===== config.mk =====
export PLATFORM = sky130hd
export DESIGN_NAME = l1_icache
export DESIGN_NICKNAME = d
export VERILOG_FILES = /design/src/hdl/icache_pkg.sv /design/src/hdl/l1_icache.sv
export SDC_FILE = /design/constraint.sdc
export NUM_CORES = 2
export LEC_CHECK = 0
export ABC_AREA = 0
export CAP_MARGIN = 20
export CORE_ASPECT_RATIO = 0.75
export CORE_UTILIZATION = 38
export CTS_CLUSTER_DIAMETER = 120
export DETAILED_ROUTE_END_ITERATION = 12
export DONT_BUFFER_PORTS = 1
export PLACE_DENSITY_LB_ADDON = 0.2
export SLEW_MARGIN = 20
export SYNTH_ARGS = -nofsm -noshare
export SYNTH_HDL_FRONTEND = slang
export SYNTH_SLANG_ARGS = --single-unit

===== constraint.sdc =====
create_clock -name clk -period 15.6 [get_ports clk]
set_clock_uncertainty 0.2 [all_clocks]
set_input_delay 4.68 -clock clk [delete_from_list [all_inputs] [get_ports clk]]
set_output_delay 4.68 -clock clk [all_outputs]
set_load 0.03 [all_outputs]

===== src/hdl/icache_pkg.sv =====
`default_nettype none

package icache_pkg;

	// ========================================
	// Line geometry
	// ========================================
	localparam int WORD_W = 32;
	localparam int LINE_WORDS = 4;
	localparam int LINE_W = WORD_W * LINE_WORDS;

	// Fault code stored with every L1 line
	typedef enum logic [1:0] {
		FLT_NONE = 2'd0,
		FLT_TLB  = 2'd1,
		FLT_BUS  = 2'd2
	} fault_e;

	// Filler for every word of a faulted line
	localparam logic [WORD_W-1:0] NOP_WORD = 32'h0000_0013;

	// Boot ROM word = zero-extended word address ^ ROM_XOR
	localparam logic [WORD_W-1:0] ROM_XOR = 32'hC0DE_0000;

	// Register map
	localparam logic [1:0] CSR_CTRL = 2'd0;
	localparam logic [1:0] CSR_MISS = 2'd1;
	localparam logic [1:0] CSR_FILL = 2'd2;

endpackage

`default_nettype wire

===== src/hdl/l1_icache.sv =====
`timescale 1ns/100ps
`default_nettype none

module l1_icache import icache_pkg::*; #(
	parameter int ADDR_W   = 16,
	parameter int L1_LINES = 16
) (
	input  wire                clk,
	input  wire                rst_i,
	input  wire [ADDR_W-1:0]   pc_i,
	input  wire                wr_i,
	input  wire                inv_i,
	input  wire [ADDR_W-1:0]   wadr_i,
	input  wire [LINE_W-1:0]   wline_i,
	input  wire fault_e        wfault_i,
	output logic               hit_o,
	output logic [WORD_W-1:0]  insn_o,
	output fault_e             fault_o
);

	// Address split: tag | index | word | byte
	localparam int BYTE_W = $clog2(WORD_W / 8);
	localparam int WSEL_W = $clog2(LINE_WORDS);
	localparam int OFS_W = BYTE_W + WSEL_W;
	localparam int IDX_W = $clog2(L1_LINES);
	localparam int TAG_W = ADDR_W - IDX_W - OFS_W;

	logic [L1_LINES-1:0]  valid;
	logic [TAG_W-1:0]     tag_mem [L1_LINES];
	fault_e               flt_mem [L1_LINES];
	logic [LINE_W-1:0]    data_mem [L1_LINES];

	logic [IDX_W-1:0]     p_idx;
	logic [TAG_W-1:0]     p_tag;
	logic [WSEL_W-1:0]    p_wsel;
	logic [IDX_W-1:0]     w_idx;
	logic [TAG_W-1:0]     w_tag;

	assign p_idx = pc_i[OFS_W +: IDX_W];
	assign p_tag = pc_i[ADDR_W-1 -: TAG_W];
	assign p_wsel = pc_i[BYTE_W +: WSEL_W];
	assign w_idx = wadr_i[OFS_W +: IDX_W];
	assign w_tag = wadr_i[ADDR_W-1 -: TAG_W];

	// ========================================
	// Valid bits
	// ========================================
	always_ff @(posedge clk) begin
		if (rst_i) begin
			valid <= '0;
		end else if (wr_i) begin
			valid[w_idx] <= 1'b1;
		end else if (inv_i && tag_mem[w_idx] == w_tag) begin
			// Drop only if the slot still holds that line
			valid[w_idx] <= 1'b0;
		end
	end

	// Tag, fault and data arrays
	always_ff @(posedge clk) begin
		if (wr_i) begin
			tag_mem[w_idx] <= w_tag;
			flt_mem[w_idx] <= wfault_i;
			data_mem[w_idx] <= wline_i;
		end
	end

	// Fetch side is fully combinational
	assign hit_o = valid[p_idx] && (tag_mem[p_idx] == p_tag);
	assign insn_o = data_mem[p_idx][p_wsel*WORD_W +: WORD_W];
	assign fault_o = flt_mem[p_idx];

endmodule

`default_nettype wire


==> summary.md <==
| Metric | Value |
|---|---|
| Run status | complete, no violations |
| Clk pin slew, worst setup/hold paths | 0.06 ns |
| Period utilisation layout | 0.896 |
| DRT Wirelength | 206 mm |
| Layout area overhead | 12.7% |
| Worst-Skew Late Latency | 0.85 ns |
| Boundary pin count | between 200 and 250 |
| Total GRT Usage | 0.182 |
| Clock root buffer | clkbuf_16 |
| Die ar. | 0.228 mm2 |
| Rel. slew slack | 0.212 |
| Critical Path Start | pc_i[5] |
| Max cap viols | 0 |
| Worst Setup End Kind | output pin |
| Largest net degree at the start of global routing | 554 |
| Launching point of the worst reg2reg path | tag_mem[9][4] |
| Internal | 9.98 mW |
| Number of DRC markers in iteration 0 | 3957 |
| Max-slew violations | 0 |
| Switching power | 2.54 mW |
| Max Clk Rate | 0.0715 GHz |
| Via total after detailed routing | 37300 |
| Commonest cells post-synth | edfxtp_1 (2208), mux4_2 (720), clkbuf_1 (84) |
| Share of cells above drive strength 1 | 0.312 |
| Routed wire length per instance | 31.0 um |
| CTS H-Tree Depth | 4 |
| Final hold vios | 0 |
| Setup bufs post-CTS | 0 |
| # port buffers | 0 |
| Share of the synthesized area in compound gates (AO/OA/AOI/OAI) | 0.00509 |
| Comb pwr share | 0.046 |
| Crit path time final | roughly 14 ns |
| Vias per cell | 5.61 |
| Post-route ant nets | 0 |
| Post-synth EDFFs | 2208 |
| Yosys top cell area share | 0.773 |
| Count leader, synth | edfxtp_1 |
| Initial antenna violation count | 17 |
| Clock Sinks | 2224 |
| Required time of the critical path | 10.72 ns |
| Post-CTS Resized | 0 |
| Worst-Margin Slew | between 1 and 1.5 ns |
| Clk pwr share | 0.418 |
| Adder-cell share of the synthesized area | 0 |
| GPL Wtd Cong | 0.717 |
| Dpl cells | slightly above 6000 |
| Post-synthesis mux area share | 0.199 |
| Worst setup path endpoint | insn_o[13] |
| Clock Path Buffers | 3 |
| Final Setup Violations | 0 |
| Layout net count | 3658 |
| Post-Syn Area | 0.0857 mm2 |
| Synth unique cells | 43 |
| Pwr dens | between 100 and 150 mW/mm2 |
| Drt pass-1 iters | 5 |
| Syn_area_per_cell | 25.3 um2 |
| Hold-fix buffers at CTS | 0 |
| Syn Nets | about 3600 |
| Worst Hold Class | reg2reg |
| Post-Synth XOR/XNOR Area | 0.00276 |
| Max Fanout on Critical Path | 171 |
| Initial core utilization | 0.384 |
| CTS tree | done |
| Area leader, netlist | edfxtp_1 |
| Die Wd | 550 um |
| Main synth FF type | edfxtp_1 |
| Simple-gate share of the synthesized area | 0.00607 |
| Synthesized netlist cell count | ~3400 |
| Startpoint Class | input pin |
| RSZ-0062 raised after global routing | no |
| Post-synthesis sequential area ratio | 0.777 |
| Flops & latches, synth | 2224 |
| Post-synth ARST share | 0 |
| Vias in the first global route | 38400 |
| Internal reg-to-reg setup slack | around 13 ns |
| HPWL Detailed | 101 mm |
| Site Rows | 150 |
| Reg2reg path depth | 6 |
| Top cells by area, synth | edfxtp_1 (77%), mux4_2 (19%), mux2i_1 (0.46%), mux2_2 (0.38%), buf_2 (0.37%) |
| Final design utilization | 0.432 |
| Leak | 29.3 nW |
| Non-filler cells, final | ~6600 |
| VDD IR-drop max | 105 uV |
| Core Box Area | between 0.2 and 0.25 mm2 |
| Global route overflow | 0 |
| Die H | 413 um |
| Switching part of the total | 0.203 |
| Yosys Warn Count | 0 |
| Setup CP Type | in2out |
| Num CTS Buffers | 223 |
| Flop pwr share | 0.537 |
| Largest family of logic cells by synthesized area | multiplexers |
| # DRC | 0 |
| First-pass GRT wire length | 294 mm |
| CP arrival | between 9 and 10 ns |
[logic make-up (layout without fill, tap and decap cells)]
logic type	Yosys count	after routing
compound gates	61	61
xor+xnor	27	27
buf+inv	185	474
flops	2224	2224
mux	793	793
other cells	0	2
simple gates	101	101
[critical path: stages]
cell     delay (ns)
buf_16         0.52
buf_16         0.63
buf_16         0.72
mux4_2         0.43
mux4_2         0.47
mux2i_1        0.68
o21ai_0        0.62
[how the worst min path moves through the flow]
stage,endpoint,cells after the start
floorplan,flip-flop,2
global placement,flip-flop,2
detailed placement,flip-flop,2
CTS,flip-flop,2
global route,flip-flop,2
finish,flip-flop,2
[state kept, by name (all words and copies together) (netlist names), named ones only]
signal	count
data_mem	2048
tag_mem	128
flt_mem	32
[metal layers]
metal  track usage  vias up  share of wire  wire length (um)
met2         0.274     1090           0.46             93800
met3        0.0419      235          0.072             14900
met5             0        -              0                 0
li1              -    15200              -                 -
met4        0.0377        0          0.016              3250
met1         0.272    20800           0.46             93800
[per-stage QoR]
| step | TNS, ns | hold WS [ns] | instance area [um2] | power, mW | setup WS, ns |
|---|---|---|---|---|---|
| 5_1_grt | 0 | 0.315 | 96600 | 12.9 | 1.52 |
| 3_3_place_gp | 0 | 0.281 | 89200 | 7.33 | 2.91 |
| 4_1_cts | 0 | 0.296 | 96500 | 12.6 | 1.95 |
| 3_5_place_dp | 0 | 0.286 | 89400 | 7.39 | 1.96 |
| 2_1_floorplan | -120.65 | 0.275 | 85700 | 7.30 | -0.292 |
| 6_report | 0 | 0.294 | 96600 | 12.5 | 1.62 |
[cells in the final DEF (no fill, tap or decap), types with 16 or more instances in the layout]
cell / Yosys / routed
edfxtp_1: 2208 / 2208
mux4_2: 720 / 720
clkbuf_16: 0 / 234
clkbuf_1: 84 / 52
clkinv_2: 0 / 50
clkinv_1: 0 / 48
buf_4: 8 / 43
mux2i_1: 39 / 39
mux2_2: 29 / 29
nand2_1: 20 / 20
a211oi_1: 20 / 20
xnor2_1: 19 / 19
nor2_1: 31 / 19
bufinv_16: 0 / 17
nor4_1: 17 / 16
dfxtp_1: 16 / 16
[area by class of cell]
cell class              count  area (um2)
clock inverters           124        1030
flip-flops and latches   2224       66600
fillers                 18600      127000
well taps                2964        3710
clock buffers             289        6090
diodes                      2        5.00
repair buffers             61         766
multi-input cells         982       18400
[power by group through the flow]
stage / registers [mW] / logic, mW / clock network (mW)
floorplan: 6.85 / 0.442 / 0
global placement: 6.84 / 0.490 / 0
detailed placement: 6.85 / 0.544 / 0
CTS: 6.72 / 0.545 / 5.35
global route: 6.73 / 0.605 / 5.57
finish: 6.72 / 0.572 / 5.23
No activity file was read; power rests on OpenSTA's default activity.
