$ cat config.mk
export PLATFORM = sky130hd
export DESIGN_NAME = ic_miss_ctrl
export DESIGN_NICKNAME = d
export VERILOG_FILES = /design/src/hdl/icache_pkg.sv /design/src/hdl/ic_miss_ctrl.sv
export SDC_FILE = /design/constraint.sdc
export NUM_CORES = 1
export LEC_CHECK = 0
export ABC_AREA = 0
export ABC_CLOCK_PERIOD_IN_PS = 16500
export BUFFER_PORTS_ARGS = -buffer_cell sky130_fd_sc_hd__buf_2
export CAP_MARGIN = 25
export CORE_AREA = 2 2 195 197
export DETAILED_ROUTE_END_ITERATION = 10
export DIE_AREA = 0 0 197 199
export PLACE_DENSITY = 0.49
export SYNTH_ARGS = -nofsm -noshare
export SYNTH_HDL_FRONTEND = slang
export SYNTH_SLANG_ARGS = --single-unit
$ cat constraint.sdc
create_clock -name clk -period 16.5 [get_ports clk]
set_clock_uncertainty 0.2 [all_clocks]
set_input_delay 2.475 -clock clk [delete_from_list [all_inputs] [get_ports clk]]
set_output_delay 2.475 -clock clk [all_outputs]
set_load 0.02 [all_outputs]
$ cat src/hdl/icache_pkg.sv
`default_nettype none

package icache_pkg;

	// ========================================
	// Line geometry
	// ========================================
	localparam int WORD_W = 32;
	localparam int LINE_WORDS = 4;
	localparam int LINE_W = WORD_W * LINE_WORDS;

	// Fault code stored with every L1 line
	typedef enum logic [1:0] {
		FLT_NONE = 2'd0,
		FLT_TLB  = 2'd1,
		FLT_BUS  = 2'd2
	} fault_e;

	// Filler for every word of a faulted line
	localparam logic [WORD_W-1:0] NOP_WORD = 32'h0000_0013;

	// Boot ROM word = zero-extended word address ^ ROM_XOR
	localparam logic [WORD_W-1:0] ROM_XOR = 32'hC0DE_0000;

	// Register map
	localparam logic [1:0] CSR_CTRL = 2'd0;
	localparam logic [1:0] CSR_MISS = 2'd1;
	localparam logic [1:0] CSR_FILL = 2'd2;

endpackage

`default_nettype wire
$ cat src/hdl/ic_miss_ctrl.sv
`timescale 1ns/100ps
`default_nettype none

module ic_miss_ctrl import icache_pkg::*; #(
	parameter int ADDR_W        = 16,
	parameter int ROM_BASE_BITS = 4,
	parameter int ROM_LAT       = 1,
	parameter int L2_LAT        = 3,
	parameter int L1_WR_LAT     = 2
) (
	input  wire                clk,
	input  wire                rst_i,
	input  wire [ADDR_W-1:0]   pc_i,
	input  wire                hit_i,
	input  wire                inv_i,
	input  wire [ADDR_W-1:0]   inv_adr_i,
	input  wire                burst_en_i,
	input  wire [LINE_W-1:0]   rom_line_i,
	input  wire                l2_vld_i,
	input  wire                l2_hit_i,
	input  wire [LINE_W-1:0]   l2_line_i,
	input  wire                ack_i,
	input  wire                err_i,
	input  wire                tlbflt_i,
	input  wire [WORD_W-1:0]   dat_i,
	output logic [ADDR_W-1:0]  l1_adr_o,
	output logic [LINE_W-1:0]  l1_line_o,
	output fault_e             l1_fault_o,
	output logic               l1_wr_o,
	output logic               l1_inv_o,
	output logic               l2_rd_o,
	output logic               l2_wr_o,
	output logic               miss_stb_o,
	output logic               fill_stb_o,
	output logic               cyc_o,
	output logic               stb_o,
	output logic [2:0]         cti_o,
	output logic [ADDR_W-1:0]  adr_o
);

	localparam int OFS_W = $clog2(LINE_W / 8);
	localparam int BEAT_W = $clog2(LINE_WORDS);
	localparam logic [BEAT_W-1:0] BEAT_LAST = BEAT_W'(LINE_WORDS - 1);
	// One counter covers ROM wait, L2 guard and write settle
	localparam int CNT_A = (ROM_LAT > L2_LAT) ? ROM_LAT : L2_LAT;
	localparam int CNT_MAX = (CNT_A > L1_WR_LAT) ? CNT_A : L1_WR_LAT;
	localparam int CNT_W = $clog2(CNT_MAX + 1);

	// Cycle type identifiers
	localparam logic [2:0] CTI_CLASSIC = 3'b000;
	localparam logic [2:0] CTI_INCR    = 3'b010;
	localparam logic [2:0] CTI_EOB     = 3'b111;

	typedef enum logic [2:0] {
		S_IDLE, S_LOOKUP, S_L2_WAIT, S_BUS_ACK, S_BUS_GAP, S_WRITE, S_SETTLE
	} state_e;

	state_e              state;
	logic [CNT_W-1:0]    cnt;
	logic [BEAT_W-1:0]   beat;
	logic                inv_pend;
	logic [ADDR_W-1:0]   inv_adr_q;
	logic                burst_q;
	logic                from_bus;
	logic                rom_sel;
	logic                beat_done;
	logic                beat_flt;

	// ROM region is the top of the map
	assign rom_sel = &l1_adr_o[ADDR_W-1 -: ROM_BASE_BITS];
	assign beat_flt = err_i | tlbflt_i;
	assign beat_done = ack_i | beat_flt;

	// Single-cycle pulses decoded from the state
	assign l2_rd_o = (state == S_LOOKUP) && !rom_sel;
	assign l1_wr_o = (state == S_WRITE);
	// Faulted bus fills count as fills too
	assign fill_stb_o = l1_wr_o && from_bus;
	// Only clean bus data goes into L2
	assign l2_wr_o = fill_stb_o && (l1_fault_o == FLT_NONE);

	// ========================================
	// Miss sequencer
	// ========================================
	always_ff @(posedge clk) begin
		if (rst_i) begin
			state <= S_IDLE;
			cnt <= '0;
			beat <= '0;
			inv_pend <= 1'b0;
			l1_inv_o <= 1'b0;
			miss_stb_o <= 1'b0;
			cyc_o <= 1'b0;
			stb_o <= 1'b0;
			cti_o <= CTI_CLASSIC;
		end else begin
			l1_inv_o <= 1'b0;
			miss_stb_o <= 1'b0;
			case (state)
			S_IDLE: begin
				cnt <= '0;
				// Invalidate wins over a miss
				if (inv_pend) begin
					l1_adr_o <= {inv_adr_q[ADDR_W-1:OFS_W], {OFS_W{1'b0}}};
					l1_inv_o <= 1'b1;
					inv_pend <= 1'b0;
				end else if (!hit_i) begin
					l1_adr_o <= {pc_i[ADDR_W-1:OFS_W], {OFS_W{1'b0}}};
					miss_stb_o <= 1'b1;
					state <= S_LOOKUP;
				end
			end
			S_LOOKUP: begin
				// Non-ROM lines fire the L2 read right here
				if (!rom_sel) begin
					cnt <= '0;
					state <= S_L2_WAIT;
				end else if (cnt == CNT_W'(ROM_LAT)) begin
					l1_line_o <= rom_line_i;
					l1_fault_o <= FLT_NONE;
					from_bus <= 1'b0;
					state <= S_WRITE;
				end else begin
					cnt <= cnt + 1'b1;
				end
			end
			S_L2_WAIT: begin
				if (l2_vld_i && l2_hit_i) begin
					l1_line_o <= l2_line_i;
					l1_fault_o <= FLT_NONE;
					from_bus <= 1'b0;
					state <= S_WRITE;
				end else if (l2_vld_i || cnt == CNT_W'(L2_LAT - 1)) begin
					// L2 miss, or no answer in time; go to the bus
					cyc_o <= 1'b1;
					stb_o <= 1'b1;
					cti_o <= burst_en_i ? CTI_INCR : CTI_CLASSIC;
					burst_q <= burst_en_i;
					adr_o <= l1_adr_o;
					beat <= '0;
					l1_fault_o <= FLT_NONE;
					from_bus <= 1'b1;
					state <= S_BUS_ACK;
				end else begin
					cnt <= cnt + 1'b1;
				end
			end
			S_BUS_ACK: begin
				if (beat_done) begin
					beat <= beat + 1'b1;
					adr_o <= adr_o + ADDR_W'(WORD_W / 8);
					if (beat_flt) begin
						l1_line_o <= {LINE_WORDS{NOP_WORD}};
						l1_fault_o <= tlbflt_i ? FLT_TLB : FLT_BUS;
					end else begin
						l1_line_o[beat*WORD_W +: WORD_W] <= dat_i;
					end
					// Fault or last beat closes the cycle
					if (beat_flt || beat == BEAT_LAST) begin
						cyc_o <= 1'b0;
						stb_o <= 1'b0;
						cti_o <= CTI_CLASSIC;
						state <= S_WRITE;
					end else if (!burst_q) begin
						stb_o <= 1'b0;
						state <= S_BUS_GAP;
					end else if (beat == BEAT_LAST - 1'b1) begin
						cti_o <= CTI_EOB;
					end
				end
			end
			S_BUS_GAP: begin
				// Single mode; re-strobe once the slave drops ack
				if (!ack_i) begin
					stb_o <= 1'b1;
					state <= S_BUS_ACK;
				end
			end
			S_WRITE: begin
				cnt <= '0;
				state <= S_SETTLE;
			end
			S_SETTLE: begin
				if (cnt == CNT_W'(L1_WR_LAT - 1)) begin
					state <= S_IDLE;
				end else begin
					cnt <= cnt + 1'b1;
				end
			end
			default: state <= S_IDLE;
			endcase
			// A fresh strobe is kept even if the old one was taken now
			if (inv_i) begin
				inv_pend <= 1'b1;
				inv_adr_q <= inv_adr_i;
			end
		end
	end

endmodule

`default_nettype wire

==> results.md <==
- Area Growth Syn to Fin: 34.4%
- Clock Root Buffer: clkbuf_16
- Post-Route WL: 48900 um
- Min-Delay Path Class: flip-flop to flip-flop
- Layout cells sized above 1: 0.393
- Syn_area_per_cell: 9.97 um2
- CTS resizes: 0
- Slew Viols, Final: 0
- Number of flops mapped to enable cells by yosys: 170
- Period utilization: 0.341
- CP Max Fanout: 72
- Post-synth ARST share: 0
- Router iterations before antenna repair: 5
- Reg2reg start: state[2]$_SDFFE_PP0P_
- Worst-path cell chain: buf_2 -> or2_1 -> nand2b_4 -> nor2_1 -> nor3_2 -> buf_4 -> buf_4
- Finished Layout Cells: 1945
- Nets: 1786
- Count leader, synth: edfxtp_1
- Worst skew pair latency: 0.46 ns
- Critical path's largest stage delay: 0.92 ns
- Final TNS setup: 0 ns
- Worst Tran Pin Value: 1.06 ns
- GP Congestion: 0.841
- Main synth FF type: edfxtp_1
- Number of hold buffers added after cts: 0
- Most frequent CP cell: buf_4
- Required time worst endpoint: 16.38 ns
- Synth top area share: 0.504
- Final Hold Fails: 0
- Largest net degree at the start of global routing: 92
- Worst-path clk slew: 0.07 ns
- Vias per cell: 5.38
- Min-Delay Startpoint: cyc_o$_SDFFE_PP0P_
- Drt wl/cell: 25.1 um
- Die height: 199 um
- I/O pin count: 503
- Gate Count Post-Synth: 1016
- Die width: 197 um
- Status: finished, final reports clean
- Max VDD drop: 0.0754 mV
- Setup crit start: tlbflt_i
- Number of buffers added on ports: 488
- Synth Cell Area: 10100 um2
- Vias in the first global route: 10.1k
- Remaining Overflow, GRT: 0
- First-pass GRT wire length: 68000 um
- Worst endpoint data arrival time: 5.50 ns
- CTS tree: done
- Final HPWL DP: 33800 um
- Residual DRC: 0
- Setup-failing EPs final: 0
- Synth cell count leaders: edfxtp_1 (170), nor2_1 (145), a21oi_1 (133)
- CP Class: input pin to flip-flop
- Placed cells: 1897
- Yosys reg bits: 184
- Leading area contributor after synthesis: edfxtp_1
- Share of the yosys chip area belonging to registers: 0.532
- Ys Warns: 0
- Slew HR: 0.295
- Placeable Area: 37100 um2
- Die area: 39200 um2
- CTS Buf Count: 17
- Critical path buffer and inverter count: 3
- Top cells by area, synth: edfxtp_1 (50%), a22oi_1 (8.2%), o22ai_1 (6.9%), a21oi_1 (6.6%), nor2_1 (5.4%)
- GR Util All Layers: 0.239
- Worst hold slack: 0.281 ns
- RSZ-0062 raised after global routing: no
- Fillers: 3906
- H-tree levels: 4
- FMAX: 178 MHz
- Starting Density: 0.273
- Clock sinks: 184
- Pleak: 5.60 nW
- Initial DRC Count: 813
- Via count: 10.5k
- Minimum clock period: 5.62 ns
- Remaining antenna violation count: 0
- Critical-path top delay cell: buf_4
- Setup crit start kind: input pin
- Post-CTS Setup Repair Bufs: 0
- Netlist cell types: 57
- Initial antenna violation count: 18
- CP endpoint kind: flip-flop
- Family with the most delay on the worst path: buffers and inverters
- Rows: 71
- Max Cap Viol: 0
- CTS max path bufs: 2
- P per Cell Area: 133 nW/um2
-- final timing paths --
check / slack [ns] / end / cells after the start
hold reg to reg: 0.28 / cyc_o$_SDFFE_PP0P_ / 2
hold / removal: 0.28 / cyc_o$_SDFFE_PP0P_ / 2
setup / recovery: 10.88 / l1_line_o[1]$_DFFE_PP_ / 7
setup reg to reg: 12.42 / l1_line_o[1]$_DFFE_PP_ / 5
-- stage by stage --
step	setup WS (ns)	cell area, um2	util	total power [mW]
2_1_floorplan	3.72	10100	-	1.13
3_3_place_gp	10.26	12900	0.348	1.36
3_5_place_dp	10.33	12900	0.348	1.37
4_1_cts	10.84	13500	0.364	1.82
5_1_grt	10.67	13600	0.367	1.91
6_report	10.88	13600	0.367	1.82
-- logic make-up (layout without fill, tap and decap cells) --
family / count (synthesis) / in the layout / synth area share
AO/OA/AOI/OAI: 444 / 444 / 0.278
flip-flops: 184 / 184 / 0.532
multiplexers: 12 / 12 / 0.0133
adder cells (fa/ha/maj): 12 / 12 / 0.0148
other: 1 / 20 / 0.000370
AND/OR/NAND/NOR: 231 / 231 / 0.101
buffers and inverters: 120 / 556 / 0.0505
XOR/XNOR: 12 / 12 / 0.0104
-- sequential cells by signal, indices dropped and copies added, names as in the netlist --
register / cells
cti_o: 2
from_bus: 1
state: 3
l1_fault_o: 2
inv_pend: 1
cnt: 2
burst_q: 1
l1_adr_o: 12
stb_o: 1
l1_inv_o: 1
miss_stb_o: 1
adr_o: 14
cyc_o: 1
beat: 2
inv_adr_q: 12
l1_line_o: 128
-- final cells by class --
type	instances	area, um2	area share
inverters	15	58.8	0.00432
diodes	14	35.0	0.00257
clock buffers	17	425	0.0312
clock inverters	15	180	0.0132
repair buffers	509	2630	0.193
multi-input cells	717	4310	0.316
flip-flops and latches	184	5390	0.395
well taps	474	593	0.0436
-- power by group --
part / total (mW) / internal (mW) / switching (mW)
clock network: 0.443 / 0.230 / 0.213
registers: 0.676 / 0.627 / 0.0489
logic: 0.699 / 0.232 / 0.466
total: 1.82 / 1.09 / 0.729
-- placed cells by master (no fill, tap or decap), types with 14 or more instances in the layout --
| cell | n |
|---|---|
| buf_2 | 488 |
| edfxtp_1 | 170 |
| nor2_1 | 145 |
| a21oi_1 | 133 |
| a22oi_1 | 111 |
| o22ai_1 | 111 |
| o21ai_0 | 34 |
| nand2_1 | 31 |
| buf_4 | 19 |
| clkbuf_16 | 17 |
| diode_2 | 14 |
| dfxtp_1 | 14 |
-- per-layer routing --
layer | global-route usage | wire length (um)
met5 | 0 | 48
met2 | 0.371 | 23100
met1 | 0.312 | 19800
met4 | 0.112 | 1440
met3 | 0.0614 | 4580
-- worst min-delay path: stages (launching register included) --
cell	delay [ns]
dfxtp_1	0.31
nand2b_1	0.06
a21oi_1	0.06
No activity file was read; power rests on OpenSTA's default activity.
