## src/hdl/icache_pkg.sv

```systemverilog
`default_nettype none

package icache_pkg;

	// ========================================
	// Line geometry
	// ========================================
	localparam int WORD_W = 32;
	localparam int LINE_WORDS = 4;
	localparam int LINE_W = WORD_W * LINE_WORDS;

	// Fault code stored with every L1 line
	typedef enum logic [1:0] {
		FLT_NONE = 2'd0,
		FLT_TLB  = 2'd1,
		FLT_BUS  = 2'd2
	} fault_e;

	// Filler for every word of a faulted line
	localparam logic [WORD_W-1:0] NOP_WORD = 32'h0000_0013;

	// Boot ROM word = zero-extended word address ^ ROM_XOR
	localparam logic [WORD_W-1:0] ROM_XOR = 32'hC0DE_0000;

	// Register map
	localparam logic [1:0] CSR_CTRL = 2'd0;
	localparam logic [1:0] CSR_MISS = 2'd1;
	localparam logic [1:0] CSR_FILL = 2'd2;

endpackage

`default_nettype wire
```

## src/hdl/ic_csr.sv

```systemverilog
`timescale 1ns/100ps
`default_nettype none

module ic_csr import icache_pkg::*; (
	input  wire          clk,
	input  wire          rst_i,
	input  wire          we_i,
	input  wire [1:0]    adr_i,
	input  wire [15:0]   wdat_i,
	input  wire          miss_stb_i,
	input  wire          fill_stb_i,
	output logic [15:0]  rdat_o,
	output logic         burst_en_o
);

	// Counter 0 counts misses, counter 1 bus fills
	localparam logic [1:0] CNT_ADR [2] = '{CSR_MISS, CSR_FILL};

	logic [15:0] ctrl_q;
	logic [15:0] cnt_q [2];
	logic [1:0]  cnt_stb;

	assign cnt_stb = {fill_stb_i, miss_stb_i};

	always_ff @(posedge clk) begin
		if (rst_i) begin
			// Burst on by default
			ctrl_q <= 16'h0001;
			cnt_q <= '{default: '0};
		end else begin
			if (we_i && adr_i == CSR_CTRL) begin
				ctrl_q <= wdat_i;
			end
			for (int i = 0; i < 2; i++) begin
				if (we_i && adr_i == CNT_ADR[i]) begin
					cnt_q[i] <= '0;
				end else if (cnt_stb[i] && cnt_q[i] != 16'hFFFF) begin
					// Saturate instead of wrapping
					cnt_q[i] <= cnt_q[i] + 16'd1;
				end
			end
		end
	end

	assign burst_en_o = ctrl_q[0];

	always_comb begin
		case (adr_i)
		CSR_CTRL: rdat_o = ctrl_q;
		CSR_MISS: rdat_o = cnt_q[0];
		CSR_FILL: rdat_o = cnt_q[1];
		default:  rdat_o = '0;
		endcase
	end

endmodule

`default_nettype wire

```

## config.mk

```make
export PLATFORM = sky130hd
export DESIGN_NAME = ic_csr
export DESIGN_NICKNAME = d
export VERILOG_FILES = /design/src/hdl/icache_pkg.sv /design/src/hdl/ic_csr.sv
export SDC_FILE = /design/constraint.sdc
export NUM_CORES = 1
export LEC_CHECK = 0
export BUFFER_PORTS_ARGS = -buffer_cell sky130_fd_sc_hd__buf_2
export CAP_MARGIN = 20
export CORE_MARGIN = 2
export CORE_UTILIZATION = 51
export DETAILED_ROUTE_END_ITERATION = 8
export GPL_TIMING_DRIVEN = 0
export PLACE_DENSITY = 0.81
export SLEW_MARGIN = 40
export SYNTH_ARGS = -nofsm -noshare
export SYNTH_HDL_FRONTEND = slang
export SYNTH_SLANG_ARGS = --single-unit
```

## constraint.sdc

```tcl
create_clock -name clk -period 1.85 [get_ports clk]
set_input_delay 0.0925 -clock clk [delete_from_list [all_inputs] [get_ports clk]]
set_output_delay 0.0925 -clock clk [all_outputs]
set_load 0.005 [all_outputs]
```

==> results of run 1 <==
## per-layer routing
layer  track usage  vias to the layer above  share of wire
met5             0                        -              0
met4       0.08929                        0          0.020
met3       0.05556                       13          0.076
met2        0.4038                       96           0.46
met1        0.3333                     1147           0.44
li1              -                     1273              -
## cells by family after synthesis
kind of cell	count (synthesis)
AO/OA/AOI/OAI	85
XOR/XNOR	4
adder cells (fa/ha/maj)	2
buffers and inverters	21
flip-flops	48
multiplexers	18
AND/OR/NAND/NOR	141
## power by group
part           leakage, nW  switching [W]  internal, W  total, W
combinational        0.699      0.0000907    0.0000652  0.000156
sequential           0.398      0.0000208      0.00104   0.00106
clock               0.0552       0.000358     0.000402  0.000760
## flip-flops by register name, indices dropped and copies added, names as in the netlist
register  cells
ctrl_q       16
cnt_q        32
## layout by cell type (no fill, tap or decap), drive strengths merged, types with 8 or more instances in the layout
cell,synthesis,routed
a21oi,38,38
buf,3,47
clkbuf,13,20
dfxtp,48,48
mux2i,18,18
nand2,61,61
nand3,12,12
nand4,10,10
nor2,8,8
o21ai,31,31
or3,15,15
or4,10,10
## repair_timing
item,4_1_cts,5_1_grt
endpoints found under the hold margin,0,0
setup endpoints to repair,21,28
buffers inserted,1,6
pin swaps,2,5
resized for setup,14,26
## worst max-delay path, cell delays in order (launching register included)
cell,delay [ns]
dfxtp_2,0.41
nand3_2,0.13
or4_4,0.54
or4_1,0.50
a21oi_1,0.15
## path summary, 6_finish.rpt
check	endpoint	slack, ns	cells past startpoint
max	cnt_q[29]	0.05	4
min	ctrl_q[0]	0.01	3
max reg2reg	cnt_q[29]	0.05	4
min reg2reg	ctrl_q[12]	0.47	2
## per-stage QoR
step	setup slack (ns)	instance area [sq um]	TNS [ns]
2_1_floorplan	0.08498	2520	0
3_3_place_gp	-0.2284	2799	-3.321
3_5_place_dp	-0.2601	2799	-4.244
4_1_cts	-0.01240	2970	-0.03059
5_1_grt	-0.01318	3087	-0.03699
6_report	0.05490	3087	0
## layout make-up
type / instances / area, sq um
fillers: 432 / 1668
clock buffers: 6 / 72.57
clock inverters: 2 / 35.03
inverters: 5 / 18.77
well taps: 67 / 83.83
repair buffers: 46 / 247.7
multi-input cells: 250 / 1567
plain buffers: 15 / 65.06
flip-flops and latches: 48 / 997.2
==> impl_metrics.env, run 1 <==
export IMPL_clock_latency_ns=0.31
export IMPL_avgSynthCellArea_sq_um=7.899
export IMPL_drc_errors=0
export IMPL_fmax_ghz=0.5571
export IMPL_tritoncts="done"
export IMPL_p_leak_nw=1.152
export IMPL_drive_gt1_frac=0.2446
export IMPL_synth_top_cell_by_area="dfxtp_1"
export IMPL_drt_total_wl_mm=6.582
export IMPL_final_setup_skew_ns=0.008886
export IMPL_cap_violations=0
export IMPL_utilization=0.6492
export IMPL_synth_top_family_by_area="simple AND/OR/NAND/NOR gates"
export IMPL_place_gp_congestion=1.016
export IMPL_crit_fanout=7
export IMPL_area_delta_synth_final_pct=22.49
export IMPL_cp_start_kind="register"
export IMPL_coreArea_sq_um=4755
export IMPL_hold_violations=0
export IMPL_antenna_cells=0
export IMPL_synth_area_mux_share=0.07150
export IMPL_synth_seq_area_share=0.3813
export IMPL_setup_viol=0
export IMPL_synthFlopType="dfxtp_1"
export IMPL_hold_path_class="input port to register"
export IMPL_overflow=0
export IMPL_clock_path_buffers=2
export IMPL_num_io_pins=40
export IMPL_reg2reg_from="cnt_q[18]"
export IMPL_synthTopCellsByCount="61 x nand2_1, 48 x dfxtp_1, 38 x a21oi_1"
export IMPL_grt_pass1_vias=2295
export IMPL_path_class="register to register"
export IMPL_first_pass_iters=5
export IMPL_ctsHoldBuffers=0
export IMPL_synth_fa_ha_area_frac=0.009930
export IMPL_hpwl_mm=4.694
export IMPL_fp_row_count=25
export IMPL_dieArea_sq_um=5519
export IMPL_synth_seq_cells=48
export IMPL_worst_pin_slew_ns=0.7772
export IMPL_p_total_w=0.001978
export IMPL_cts_buffers=5
export IMPL_synth_top_area_share=0.3813
export IMPL_power_density_nw_per_um2=640.8
export IMPL_whs_ns=0.009758
export IMPL_critPathCaptureType="register"
export IMPL_peakVddDrop_mv=0.4907
export IMPL_ys_types=43
export IMPL_ant_nets=0
export IMPL_clock_sinks=48
export IMPL_worstHoldStart="wdat_i[0]"
export IMPL_relSlewSlack=0.4808
export IMPL_die_w_um=74.29
export IMPL_grt_start_max_net_pins=15
export IMPL_yosysWarningCount=0
export IMPL_finalCriticalPeriod_ns=1.795
export IMPL_fin_nets=396
export IMPL_drt_iter0_markers=201
export IMPL_yosys_area_share_simple=0.2999
export IMPL_synth_async_reset_ratio=0
export IMPL_synth_cells=319
export IMPL_syn_area_sq_um=2520
export IMPL_clockRootBuffer="clkbuf_8"
export IMPL_post_route_period_util=0.9703
export IMPL_antenna_found_initial=0
export IMPL_initial_core_util=0.5300
export IMPL_startpoint="cnt_q[18]"
export IMPL_synth_edf_count=0
export IMPL_path_clk_slew_ns=0.10
export IMPL_fin_cells=439
export IMPL_htreeDepth=2
export IMPL_timing_final_max_slew_violations=0
export IMPL_post_drt_wl_per_cell_um=14.99
export IMPL_grt_pass1_wl_mm=10.70
export IMPL_portBuffers=39
export IMPL_synth_compound_area_frac=0.1912
export IMPL_synth_xor_area_share=0.01390
export IMPL_cp_arrival_ns=2.04
export IMPL_vias_per_cell=5.761
export IMPL_fp_dieH_um=74.29
export IMPL_ys_top_cells_by_area="dfxtp_1 38%, nand2_1 9.1%, a21oi_1 7.5%"
export IMPL_synthesis_nets=344
export IMPL_via_count=2529
export IMPL_worstPathRequired_ns=2.09
export IMPL_outcome="finished clean"
export IMPL_placedCellCount=425
export IMPL_rsz0062_at_grt="yes"
export IMPL_grt_util_all_layers=0.2508
export IMPL_synth_most_common_cell="nand2_1"
No activity file was read; power rests on OpenSTA's default activity.
==> inputs of run 2 (changes only) <==
--- a/config.mk
+++ b/config.mk
@@ -11,7 +11,9 @@
 export CORE_UTILIZATION = 51
 export DETAILED_ROUTE_END_ITERATION = 8
 export GPL_TIMING_DRIVEN = 0
+export HOLD_SLACK_MARGIN = 0.06
 export PLACE_DENSITY = 0.81
+export RECOVER_POWER = 50
 export SLEW_MARGIN = 40
 export SYNTH_ARGS = -nofsm -noshare
 export SYNTH_HDL_FRONTEND = slang
==> run 2 against run 1 <==
Worst hold slack gained 0.11 ns; clock power about the same; wire length is 5.5% higher; cell area rose by 5.3%; die area unchanged; critical path depth is the same; register-to-register slack barely moved; sequential share of layout area is 1.6 points lower; global-route usage up 1.2 points; worst setup slack gained 0.011 ns; flip-flop and latch count is the same; fmax increased by 0.61%; largest power group unchanged; highest routed layer unchanged.
==> impl_metrics.env, run 2 (synthesis results as in run 1) <==
export IMPL_fmax_ghz=0.5605
export IMPL_die_w_um=74.29
export IMPL_layout_commonest_cell="nand2_1"
export IMPL_num_io_pins=40
export IMPL_setup_slack_ns=0.06587
export IMPL_grt_pass1_vias=2369
export IMPL_cap_violations=0
export IMPL_fp_row_count=25
export IMPL_hpwl_mm=4.694
export IMPL_final_area_sq_um=3251
export IMPL_grt_pass1_wl_mm=11.16
export IMPL_fp_dieH_um=74.29
export IMPL_path_cells="nand3_2, or4_4, or4_1, a21oi_1"
export IMPL_overflow=0
export IMPL_cp_start_kind="register"
export IMPL_drc_errors=0
export IMPL_initial_core_util=0.5300
export IMPL_p_leak_nw=1.190
export IMPL_hold_path_class="input port to register"
export IMPL_area_delta_synth_final_pct=29.00
export IMPL_cp_arrival_ns=2.03
export IMPL_clock_latency_ns=0.31
export IMPL_critPathCaptureType="register"
export IMPL_path_clk_slew_ns=0.10
export IMPL_antenna_cells=0
export IMPL_reg_top3="cnt_q x32, ctrl_q x16"
export IMPL_whs_ns=0.1239
export IMPL_finalCriticalPeriod_ns=1.784
export IMPL_wl_met2_mm=3.279
export IMPL_drive_gt1_frac=0.2179
export IMPL_path_class="register to register"
export IMPL_setup_viol=0
export IMPL_first_pass_iters=5
export IMPL_clock_path_buffers=2
export IMPL_final_setup_skew_ns=0.009456
export IMPL_grt_util_all_layers=0.2631
export IMPL_power_density_nw_per_um2=616.8
export IMPL_max_stage_delay_ns=0.54
export IMPL_clockRootBuffer="clkbuf_8"
export IMPL_outcome="finished clean"
export IMPL_p_total_w=0.002005
export IMPL_wl_met1_mm=3.124
export IMPL_place_area_sq_um=2799
export IMPL_worst_pin_slew_ns=0.7979
export IMPL_wl_met3_um=433
export IMPL_dieArea_sq_um=5519
export IMPL_place_gp_congestion=1.016
export IMPL_rsz0062_at_grt="yes"
export IMPL_timing_final_max_slew_violations=0
export IMPL_crit_slowest_cell="or4_4"
export IMPL_fin_nets=414
export IMPL_relSlewSlack=0.4669
export IMPL_cp_num_buf_inv=0
export IMPL_crit_fanout=7
export IMPL_utilization=0.6837
export IMPL_portBuffers=39
export IMPL_post_drt_wl_per_cell_um=15.19
export IMPL_tritoncts="done"
export IMPL_hold_path_depth=3
export IMPL_final_cell_mix="61 x nand2_1, 38 x a21oi_1, 31 x o21ai_0, 31 x dfxtp_1, 30 x buf_2"
export IMPL_largest_reg_flops=32
export IMPL_coreArea_sq_um=4755
export IMPL_ant_nets=0
export IMPL_antenna_found_initial=0
export IMPL_via_count=2640
export IMPL_rr_worst_depth=4
export IMPL_htreeDepth=2
export IMPL_place_ws_ns=-0.2601
export IMPL_path_delay_family="simple AND/OR/NAND/NOR gates"
export IMPL_top_register="cnt_q"
export IMPL_worstPathRequired_ns=2.09
export IMPL_cts_buffers=5
export IMPL_grt_start_max_net_pins=15
export IMPL_vias_per_cell=5.777
export IMPL_path_depth=4
export IMPL_peakVddDrop_mv=0.5062
export IMPL_top_layer="met4"
export IMPL_fillers=421
export IMPL_hold_violations=0
export IMPL_clock_sinks=48
export IMPL_drt_iter0_markers=202
export IMPL_post_route_period_util=0.9644
export IMPL_drt_total_wl_mm=6.944
==> run 2: cell count changes in the layout (fill, tap and decap cells not counted), sizes merged <==
cell         before  now
dlygate4sd3       0   16
buf              47   39
clkbuf           20   30
==> run 2: worst paths after layout <==
kind / from / to / slack (ns)
max: cnt_q[18] / cnt_q[29] / 0.07
min: fill_stb_i / cnt_q[1] / 0.12
max reg2reg: cnt_q[18] / cnt_q[29] / 0.07
min reg2reg: ctrl_q[12] / ctrl_q[12] / 0.47
==> run 2: layout make-up <==
| class | count | area [sq um] | share of cell area |
|---|---|---|---|
| multi-input cells | 250 | 1565 | 0.4815 |
| flip-flops and latches | 48 | 999.7 | 0.3075 |
| repair buffers | 64 | 410.4 | 0.1263 |
| well taps | 67 | 83.83 | 0.02579 |
| clock buffers | 6 | 72.57 | 0.02232 |
| plain buffers | 15 | 65.06 | 0.02002 |
| clock inverters | 2 | 35.03 | 0.01078 |
| inverters | 5 | 18.77 | 0.005774 |
==> run 2: layer usage <==
layer	vias up	GRT usage
met5	-	0
met2	88	0.4355
met3	16	0.05556
met4	0	0.07937
met1	1228	0.3473
li1	1308	-
==> run 2: where the power goes <==
group | switching, W | internal [W] | leakage, nW | total, W
Sequential | 0.0000207 | 0.00104 | 0.399 | 0.00106
Combinational | 0.0000973 | 0.0000858 | 0.735 | 0.000183
Clock | 0.000358 | 0.000402 | 0.0552 | 0.000760
==> run 2: metrics by stage <==
step	TNS, ns	instances
3_3_place_gp	-3.321	425
2_1_floorplan	0	319
3_5_place_dp	-4.244	425
6_report	0	457
5_1_grt	-0.08830	457
4_1_cts	-0.03059	450
==> run 2: what timing repair did <==
| action | CTS | global route |
|---|---|---|
| resized for setup | 14 | 27 |
| endpoints found under the setup margin | 21 | 28 |
| pin swaps | 2 | 5 |
| hold buffers | 16 | 0 |
| hold endpoints to repair | 16 | 0 |
| buffers inserted | 1 | 8 |
==> run 2: worst reg2reg max path, stage by stage, from the launching register on <==
cell     delay [ns]
dfxtp_2        0.40
nand3_2        0.13
or4_4          0.54
or4_1          0.50
a21oi_1        0.15
