File: src/hdl/icache_pkg.sv
`default_nettype none

package icache_pkg;

	// ========================================
	// Line geometry
	// ========================================
	localparam int WORD_W = 32;
	localparam int LINE_WORDS = 4;
	localparam int LINE_W = WORD_W * LINE_WORDS;

	// Fault code stored with every L1 line
	typedef enum logic [1:0] {
		FLT_NONE = 2'd0,
		FLT_TLB  = 2'd1,
		FLT_BUS  = 2'd2
	} fault_e;

	// Filler for every word of a faulted line
	localparam logic [WORD_W-1:0] NOP_WORD = 32'h0000_0013;

	// Boot ROM word = zero-extended word address ^ ROM_XOR
	localparam logic [WORD_W-1:0] ROM_XOR = 32'hC0DE_0000;

	// Register map
	localparam logic [1:0] CSR_CTRL = 2'd0;
	localparam logic [1:0] CSR_MISS = 2'd1;
	localparam logic [1:0] CSR_FILL = 2'd2;

endpackage

`default_nettype wire
File: src/hdl/boot_rom.sv
`timescale 1ns/100ps
`default_nettype none

module boot_rom import icache_pkg::*; #(
	parameter int ADDR_W = 16
) (
	input  wire                clk,
	input  wire [ADDR_W-1:0]   adr_i,
	output logic [LINE_W-1:0]  line_o
);

	localparam int OFS_W = $clog2(LINE_W / 8);
	localparam int WSEL_W = $clog2(LINE_WORDS);

	logic [LINE_W-1:0] line_d;

	// Each word is its own word address, scrambled
	for (genvar w = 0; w < LINE_WORDS; w++) begin : g_word
		assign line_d[w*WORD_W +: WORD_W] =
			WORD_W'({adr_i[ADDR_W-1:OFS_W], WSEL_W'(w)}) ^ ROM_XOR;
	end

	// One cycle read, like a real block ROM
	always_ff @(posedge clk) begin
		line_o <= line_d;
	end

endmodule

`default_nettype wire

File: config.mk
export PLATFORM = sky130hd
export DESIGN_NAME = boot_rom
export DESIGN_NICKNAME = d
export VERILOG_FILES = /design/src/hdl/icache_pkg.sv /design/src/hdl/boot_rom.sv
export SDC_FILE = /design/constraint.sdc
export NUM_CORES = 1
export LEC_CHECK = 0
export ABC_AREA = 1
export BUFFER_PORTS_ARGS = -buffer_cell sky130_fd_sc_hd__buf_2
export CORE_ASPECT_RATIO = 0.9
export CORE_MARGIN = 1.5
export CORE_UTILIZATION = 32
export CTS_CLUSTER_SIZE = 40
export DETAILED_ROUTE_END_ITERATION = 6
export PLACE_DENSITY = 0.81
export SETUP_SLACK_MARGIN = 0.15
export SLEW_MARGIN = 0
export SYNTH_ARGS = -nofsm -noshare
export SYNTH_HDL_FRONTEND = slang
export SYNTH_SLANG_ARGS = --single-unit
File: constraint.sdc
create_clock -name clk -period 0.8 [get_ports clk]
set_clock_uncertainty 0.1 [all_clocks]
set_input_delay 0.16 -clock clk [delete_from_list [all_inputs] [get_ports clk]]
set_output_delay 0.16 -clock clk [all_outputs]
set_load 0.02 [all_outputs]
==> reports/results.txt, run 1 <==
I/O Pins = 145
endpoints failing hold = 12
crit path launch = line_o[98]$_DFF_P_
max FFs per register = 12
Critical Path, Cell by Cell = buf_4
routability cong. = 0.666
HPWL Detailed = 1.12 mm
largest net degree at the start of global routing = 8
hold slack = -76.7 ps
Syn Area/Cell = 8.60 sq um
clock buffer count from CTS = 3
Syn. warnings = 0
part of the power in registers = 33.8%
DR iter-0 viols = 5
switching power = 790 uW
clock power share = 27.9%
hold path depth = 1
initial antenna violation count = 0
Synth Register Bits = 12
H-tree depth = 1
final total power = 1.94 mW
vias in the first global route = 315
Reg with most FFs = line_o
Cell Rows = 20
slowest cell on the critical path = dfxtp_4
area leader, netlist = buf_4
critical path required time = 540 ps
placed cell area = 941 sq um
CP Depth = 1
Critical Path Start Type = flop
total grt overflow = 0
largest family of logic cells by synthesized area = buffers and inverters
Synth cell types = 3
clk sink count = 12
total wire length = 1.46 mm
highest clock rate = 1000 MHz
PD cells = 1670 nW/um^2
Die Y = 59.1 um
Hold Startpoint = adr_i[12]
Sw Ratio = 40.7%
violated checks = negative hold slack, negative setup slack
First-pass DRT Iterations = 2
Comb power frac = 38.3%
Root Buffer = clkbuf_8
area grow syn2layout = 3.91%
first-pass GRT wire length = 1.51 mm
multiplexer area fraction after synthesis = 0%
fin. max-slew vios = 0
Final setup viols = 48
RSZ-0062 raised after global routing = true
DRC errors left = 0
status = finished, violations left
Placed Cells = 196
biggest regs = line_o (12)
Fin Setup TNS = -9080 ps
CTS tree = yes
Pleak = 0.684 nW
Max Cap Violations = 0
Tmin final = 1000 ps
Max IR drop VDD = 0.532 mV
Std-Cell Core Area = 3350 sq um
CP peak stage delay = 350 ps
Syn Inst Count = 130
diode count = 0
complex-gate fraction of the synthesized area = 0%
Synth Area in Simple Gates = 0%
gr usage total = 5.44%
P_int = 1.15 mW
Setup WS post-layout = -200 ps
Synth Area in XOR/XNOR = 0%
adder-cell share of the synthesized area = 0%
Finished Layout Cells = 200
Critical Path End Type = output pin
sequential area share after synthesis = 21.5%
die width = 65.3 um
post-route cell area = 1160 sq um
Crit path arrival time = 740 ps
Reg clk slew, reported paths = 50 ps
CP delay by family, top = flip-flops
vias post-DR = 552
Initial Util = 33.4%
Max Root-Sink Buffers = 2
layout cells sized above 1 = 48.1%
top cell type's share of synthesized area = 77.9%
CP Max Fanout = 4
WL per Instance = 7.30 um
Worst Hold Class = primary input to flop
Worst Path Buf+Inv = 1
vias per cell = 2.76
full die area = 3860 sq um
Mapped Area = 1120 sq um
CP Class = flop to output pin
fin crit share = 125%
# nets final = 174
DRT antenna net count = 0
I/O Buffers = 60
top post-synthesis cells by area = buf_4 (78%), dfxtp_1 (21%), conb_1 (0.67%)
[cells in the mapped netlist (all sizes together)]
cell / instances
dfxtp: 12
conb: 2
buf: 116
[power by group through the flow]
stage | sequential (mW) | clock [mW] | combinational (mW)
2_1_floorplan | 0.713 | 0 | 0.941
3_3_place_gp | 0.649 | 0 | 0.637
3_5_place_dp | 0.652 | 0 | 0.640
4_1_cts | 0.648 | 0.581 | 0.702
5_1_grt | 0.661 | 0.621 | 0.781
6_report | 0.655 | 0.542 | 0.743
[cell type report]
class | instances | area [sq um]
Clock buffer | 3 | 41.3
Clock inverter | 1 | 3.75
Timing Repair Buffer | 60 | 477
Multi-Input combinational cell | 80 | 300
Tap cell | 44 | 55.1
Fill cell | 366 | 2190
Sequential cell | 12 | 285
[per-layer routing]
metal	wire [um]	vias up	global-route usage [%]
li1	-	244	-
met1	329	244	3.82
met2	885	62	10.8
met3	226	2	3.04
met4	19	0	3.57
met5	0	-	0
[layout by cell type, fill, tap and decap left out]
cell      count
buf_2        12
buf_4        33
buf_6        15
clkbuf_8      3
clkinv_1      1
conb_1       80
dfxtp_4      12
[kinds of logic after synthesis]
logic type             count (synthesis)
other                                  2
buffers and inverters                116
DFF                                   12
[worst paths after layout]
kind	end
setup / recovery	line_o[98]
hold / removal	line_o[106]$_DFF_P_
[through the flow]
| stage | setup WS (ps) | util [%] |
|---|---|---|
| after global placement | 43.3 | 28.1 |
| after floorplan | 34.1 | - |
| final | -200 | 34.7 |
| after global routing | -228 | 34.7 |
| after detailed placement | 39.0 | 28.1 |
| after CTS | -207 | 32.8 |
[repair_timing]
| item | in CTS | in global routing |
|---|---|---|
| pin swaps | 0 | 0 |
| setup endpoints to repair | 48 | 48 |
| endpoints found under the hold margin | 12 | 12 |
| gates resized for setup | 43 | 20 |
| buffers inserted | 0 | 0 |
No activity file was read; power rests on OpenSTA's default activity.
==> run 2, diff against run 1 <==
==> constraint.sdc (replaced) <==
create_clock -name clk -period 0.8 [get_ports clk]
set_clock_uncertainty 0.1 [all_clocks]
set_input_delay 0.16 -clock clk [delete_from_list [all_inputs] [get_ports clk]]
set_output_delay 0.16 -clock clk [all_outputs]
set_load 0.01 [all_outputs]
==> run 2 against run 1 <==
Compared with the run above:
- the run still ends with negative hold slack, negative setup slack left
- hold slack gained 0.93 ps
- flip-flop and latch count is the same
- power shrank 13%
- count of clock-buffer cells in the layout is the same
- sequential power grew 0.9%
- worst setup slack gained 19 ps
- die area is the same
- sequential share of layout area shrank 0.49 points
- cell count is the same
- wire length shrank 1.6%
==> reports/results.txt, run 2 (synthesis gave the netlist of run 1 again) <==
status = finished, violations left
violated checks = negative hold slack, negative setup slack
WL per Instance = 7.19 um (-1.6%)
Root Buffer = clkbuf_8
Cell Rows = 20 (unchanged)
DRT antenna net count = 0 (unchanged)
fin crit share = 123% (-2.4 points)
Critical Path, Cell by Cell = buf_2
highest clock rate = 1020 MHz (+2.0%)
Final setup viols = 48 (unchanged)
Die Y = 59.1 um (unchanged)
Sequential Area = 285 sq um (unchanged)
first-pass GRT wire length = 1.53 mm (+1.3%)
layout cells sized above 1 = 48.1% (unchanged)
vias in the first global route = 321 (+1.9%)
Tmin final = 981 ps (-19.4 ps)
placed cell area = 941 sq um (unchanged)
area of the multi-input gates = 300 sq um (unchanged)
Pleak = 0.691 nW (+1.1%)
Initial Util = 33.4% (unchanged)
post-route cell area = 1190 sq um (+2.0%)
Max Cap Violations = 0 (unchanged)
Finished Layout Cells = 200 (unchanged)
total grt overflow = 0 (unchanged)
I/O Pins = 145 (unchanged)
slowest cell on the critical path = dfxtp_4
First-pass DRT Iterations = 2 (unchanged)
critical path required time = 540 ps (about the same)
PD cells = 1420 nW/um^2 (-15%)
die width = 65.3 um (unchanged)
gr usage total = 5.60% (+0.16 points)
fin. max-slew vios = 0 (unchanged)
CTS tree = yes
CP Max Fanout = 4 (unchanged)
Critical Path Start Type = flop
I/O Buffers = 60 (unchanged)
Reg with most FFs = line_o
Setup WS post-layout = -181 ps (+19.4 ps)
hold slack = -75.8 ps (+0.929 ps)
CP Class = flop to output pin
area grow syn2layout = 6.04%
H-tree depth = 1 (unchanged)
endpoints failing hold = 12 (unchanged)
vias per cell = 2.78 (+0.54%)
biggest regs = line_o (12)
total wire length = 1.44 mm (-1.6%)
# fillers = 362 (-1.1%)
diode count = 0 (unchanged)
HPWL Detailed = 1.12 mm (-0.29%)
Placed Cells = 196 (unchanged)
RSZ-0062 raised after global routing = true
full die area = 3860 sq um (unchanged)
CP delay by family, top = flip-flops
vias post-DR = 555 (+0.54%)
Reg clk slew, reported paths = 50 ps (about the same)
initial antenna violation count = 0 (unchanged)
# nets final = 174 (unchanged)
DR iter-0 viols = 5 (unchanged)
Worst Hold Class = primary input to flop
Worst Path Buf+Inv = 1 (unchanged)
DRC errors left = 0 (unchanged)
routability cong. = 0.665 (about the same)
clock buffer count from CTS = 3 (unchanged)
Hold Startpoint = adr_i[10]
final total power = 1.68 mW (-13%)
Max IR drop VDD = 0.660 mV (+24%)
clk sink count = 12 (unchanged)
Critical Path End Type = output pin
Core Util, Final = 35.4% (+0.71 points)
Std-Cell Core Area = 3350 sq um (unchanged)
Crit path arrival time = 720 ps (-20 ps)
crit path launch = line_o[98]$_DFF_P_
most frequent cells in the layout = conb_1 (80), buf_6 (32), buf_2 (28)
CP peak stage delay = 360 ps (about the same)
largest net degree at the start of global routing = 8 (unchanged)
max FFs per register = 12 (unchanged)
most common cell after layout, fill and taps aside = conb_1
Max Root-Sink Buffers = 2 (unchanged)
## run 2: cell count changes in the layout (fill, tap and decap cells not counted)
cell	before	now
buf_2	12	28
buf_6	15	32
buf_4	33	0
## run 2: per-stage QoR
stage          setup slack [ps]  TNS (ps)  hold slack [ps]
2_1_floorplan              77.7         0             87.7
3_3_place_gp               71.9         0              162
3_5_place_dp               68.6         0              164
4_1_cts                    -193     -8660            -85.5
5_1_grt                    -221     -9710            -94.8
6_report                   -181     -8150            -75.8
## run 2: final timing paths
check	slack, ps	to	depth (start not counted)
worst min-delay path	-80	line_o[104]$_DFF_P_	1
worst max-delay path	-180	line_o[2]	1
## run 2: layout make-up
cell class	instances	share of cell area (%)
well taps	44	4.64
clock buffers	3	3.48
multi-input cells	80	25.3
clock inverters	1	0.316
repair buffers	60	42.2
flip-flops and latches	12	24.1
## run 2: repair_timing
item                                    CTS  global route
endpoints found under the setup margin   48            48
buffers inserted                          0             0
gates cloned                              0             0
hold endpoints to repair                 12            12
resized for setup                        21            11
## run 2: routing by layer
layer	routed length, um	share of wire (%)	vias to the layer above	GRT usage (%)
met5	0	0	-	0
met4	19	1.3	0	3.57
met1	327	23	246	4.29
met3	191	13	2	2.85
met2	899	63	62	10.9
li1	-	-	245	-
## run 2: power by group
group	leakage, nW	internal [mW]	switching, mW	total (mW)
clock network	0.0231	0.337	0.204	0.540
registers	0.105	0.616	0.0450	0.661
logic	0.563	0.195	0.286	0.482
==> run 3, diff against run 2 <==
--- a/config.mk
+++ b/config.mk
@@ -12,7 +12,7 @@
 export CORE_UTILIZATION = 32
 export CTS_CLUSTER_SIZE = 40
 export DETAILED_ROUTE_END_ITERATION = 6
-export PLACE_DENSITY = 0.81
+export PLACE_DENSITY_LB_ADDON = 0.3
 export SETUP_SLACK_MARGIN = 0.15
 export SLEW_MARGIN = 0
 export SYNTH_ARGS = -nofsm -noshare
==> run 3 against run 2 <==
Compared with the run above:
- the run still ends with negative hold slack, negative setup slack left
- flip-flop and latch count unchanged
- die area unchanged
- combinational power decreased by 4.4%
- non-clock buffer count unchanged
- global-route usage decreased by 0.17 points
- first-iteration DRC count increased by 20%
- critical path type unchanged
==> reports/results.txt, run 3 (synthesis gave the netlist of run 1 again) <==
status = finished, violations left
violated checks = negative hold slack, negative setup slack
endpoints failing hold = 12 (unchanged)
slowest cell on the critical path = dfxtp_4
Die Y = 59.1 um (unchanged)
Std-Cell Core Area = 3350 sq um (unchanged)
DRT antenna net count = 0 (unchanged)
HPWL Detailed = 1.06 mm (-5.4%)
clock buffer count from CTS = 3 (unchanged)
initial antenna violation count = 0 (unchanged)
CP Class = flop to output pin
Initial Util = 33.4% (unchanged)
placed cell area = 941 sq um (unchanged)
die width = 65.3 um (unchanged)
total grt overflow = 0 (unchanged)
fin crit share = 122% (-0.19 points)
pre-CTS setup slack = 74.1 ps (+5.50 ps)
Max IR drop VDD = 0.607 mV (-8.0%)
RSZ-0062 raised after global routing = true
Max Cap Violations = 0 (unchanged)
vias in the first global route = 321 (unchanged)
full die area = 3860 sq um (unchanged)
Tmin final = 979 ps (-1.51 ps)
most common cell after layout, fill and taps aside = conb_1
vias post-DR = 550 (-0.90%)
Max Root-Sink Buffers = 2 (unchanged)
most frequent cells in the layout = conb_1 (80), buf_2 (34), buf_6 (26)
First-pass DRT Iterations = 2 (unchanged)
post-route cell area = 1150 sq um (-3.2%)
Reg clk slew, reported paths = 50 ps (about the same)
Worst Hold Endpoint = line_o[102]$_DFF_P_
CP Depth = 1 (unchanged)
I/O Pins = 145 (unchanged)
Cell Rows = 20 (unchanged)
CP Max Fanout = 4 (unchanged)
Sequential Area = 285 sq um (unchanged)
WL met3 = 217 um (+14%)
max FFs per register = 12 (unchanged)
Critical Path, Cell by Cell = buf_2
DR iter-0 viols = 6 (+1)
final total power = 1.66 mW (-1.2%)
Critical Path End Type = output pin
hold slack = -79.4 ps (-3.65 ps)
Reg with most FFs = line_o
CP delay by family, top = flip-flops
critical path required time = 540 ps (about the same)
largest net degree at the start of global routing = 8 (unchanged)
clk sink count = 12 (unchanged)
Final setup viols = 48 (unchanged)
diode count = 0 (unchanged)
I/O Buffers = 60 (unchanged)
met1 wire length = 344 um (+5.2%)
biggest regs = line_o (12)
area grow syn2layout = 2.68%
highest clock rate = 1020 MHz (+0.15%)
routability cong. = 0.630 (-5.4%)
Worst Hold Class = primary input to flop
CTS tree = yes
Setup WS post-layout = -179 ps (+1.51 ps)
uppermost layer routed = met4
hold path depth = 1 (unchanged)
Root Buffer = clkbuf_8
H-tree depth = 1 (unchanged)
total wire length = 1.31 mm (-8.8%)
PD cells = 1450 nW/um^2 (+2.0%)
# nets final = 174 (unchanged)
vias per cell = 2.75 (-0.90%)
gr usage total = 5.43% (-0.17 points)
fin. max-slew vios = 0 (unchanged)
CP peak stage delay = 350 ps (about the same)
area of the multi-input gates = 300 sq um (unchanged)
layout cells sized above 1 = 48.1% (unchanged)
Pleak = 0.679 nW (-1.8%)
WL met2 = 729 um (-19%)
Hold Startpoint = adr_i[8]
Fin Setup TNS = -8100 ps (+50.9 ps)
first-pass GRT wire length = 1.48 mm (-3.1%)
# fillers = 344 (-5.0%)
DRC errors left = 0 (unchanged)
Worst Path Buf+Inv = 1 (unchanged)
WL per Instance = 6.55 um (-8.8%)
Critical Path Start Type = flop
Crit path arrival time = 720 ps (about the same)
## run 3: cell type report
cell class,instances,share of cell area (%)
Tap cell,44,4.79
Clock inverter,1,0.327
Sequential cell,12,24.8
Clock buffer,3,3.59
Timing Repair Buffer,60,40.3
Multi-Input combinational cell,80,26.1
## run 3: metal layers
metal	up-vias	GRT usage, %
met4	0	3.57
met5	-	0
met2	66	9.62
li1	246	-
met3	2	3.04
met1	236	4.74
## run 3: what timing repair did
| action | CTS | global route |
|---|---|---|
| resized for setup | 18 | 8 |
| endpoints found under the setup margin | 48 | 48 |
| hold endpoints to repair | 12 | 12 |
| setup buffers | 0 | 0 |
## run 3: worst max path at each step
stage / end / slack (ps) / startpoint
2_1_floorplan: line_o[100] / 80 / line_o[100]$_DFF_P_
3_3_place_gp: line_o[76] / 70 / line_o[108]$_DFF_P_
3_5_place_dp: line_o[12] / 70 / line_o[108]$_DFF_P_
4_1_cts: line_o[12] / -190 / line_o[108]$_DFF_P_
5_1_grt: line_o[69] / -220 / line_o[101]$_DFF_P_
6_report: line_o[13] / -180 / line_o[77]$_DFF_P_
## run 3: where the power goes
part / switching [mW] / internal (mW) / total (mW)
Sequential: 0.0402 / 0.616 / 0.656
Combinational: 0.283 / 0.178 / 0.461
Clock: 0.208 / 0.337 / 0.546
Total: 0.532 / 1.13 / 1.66
## run 3: stage by stage
step,util [%],cells
2_1_floorplan,-,208
3_3_place_gp,28.1,196
3_5_place_dp,28.1,196
4_1_cts,32.8,200
5_1_grt,34.3,200
6_report,34.3,200
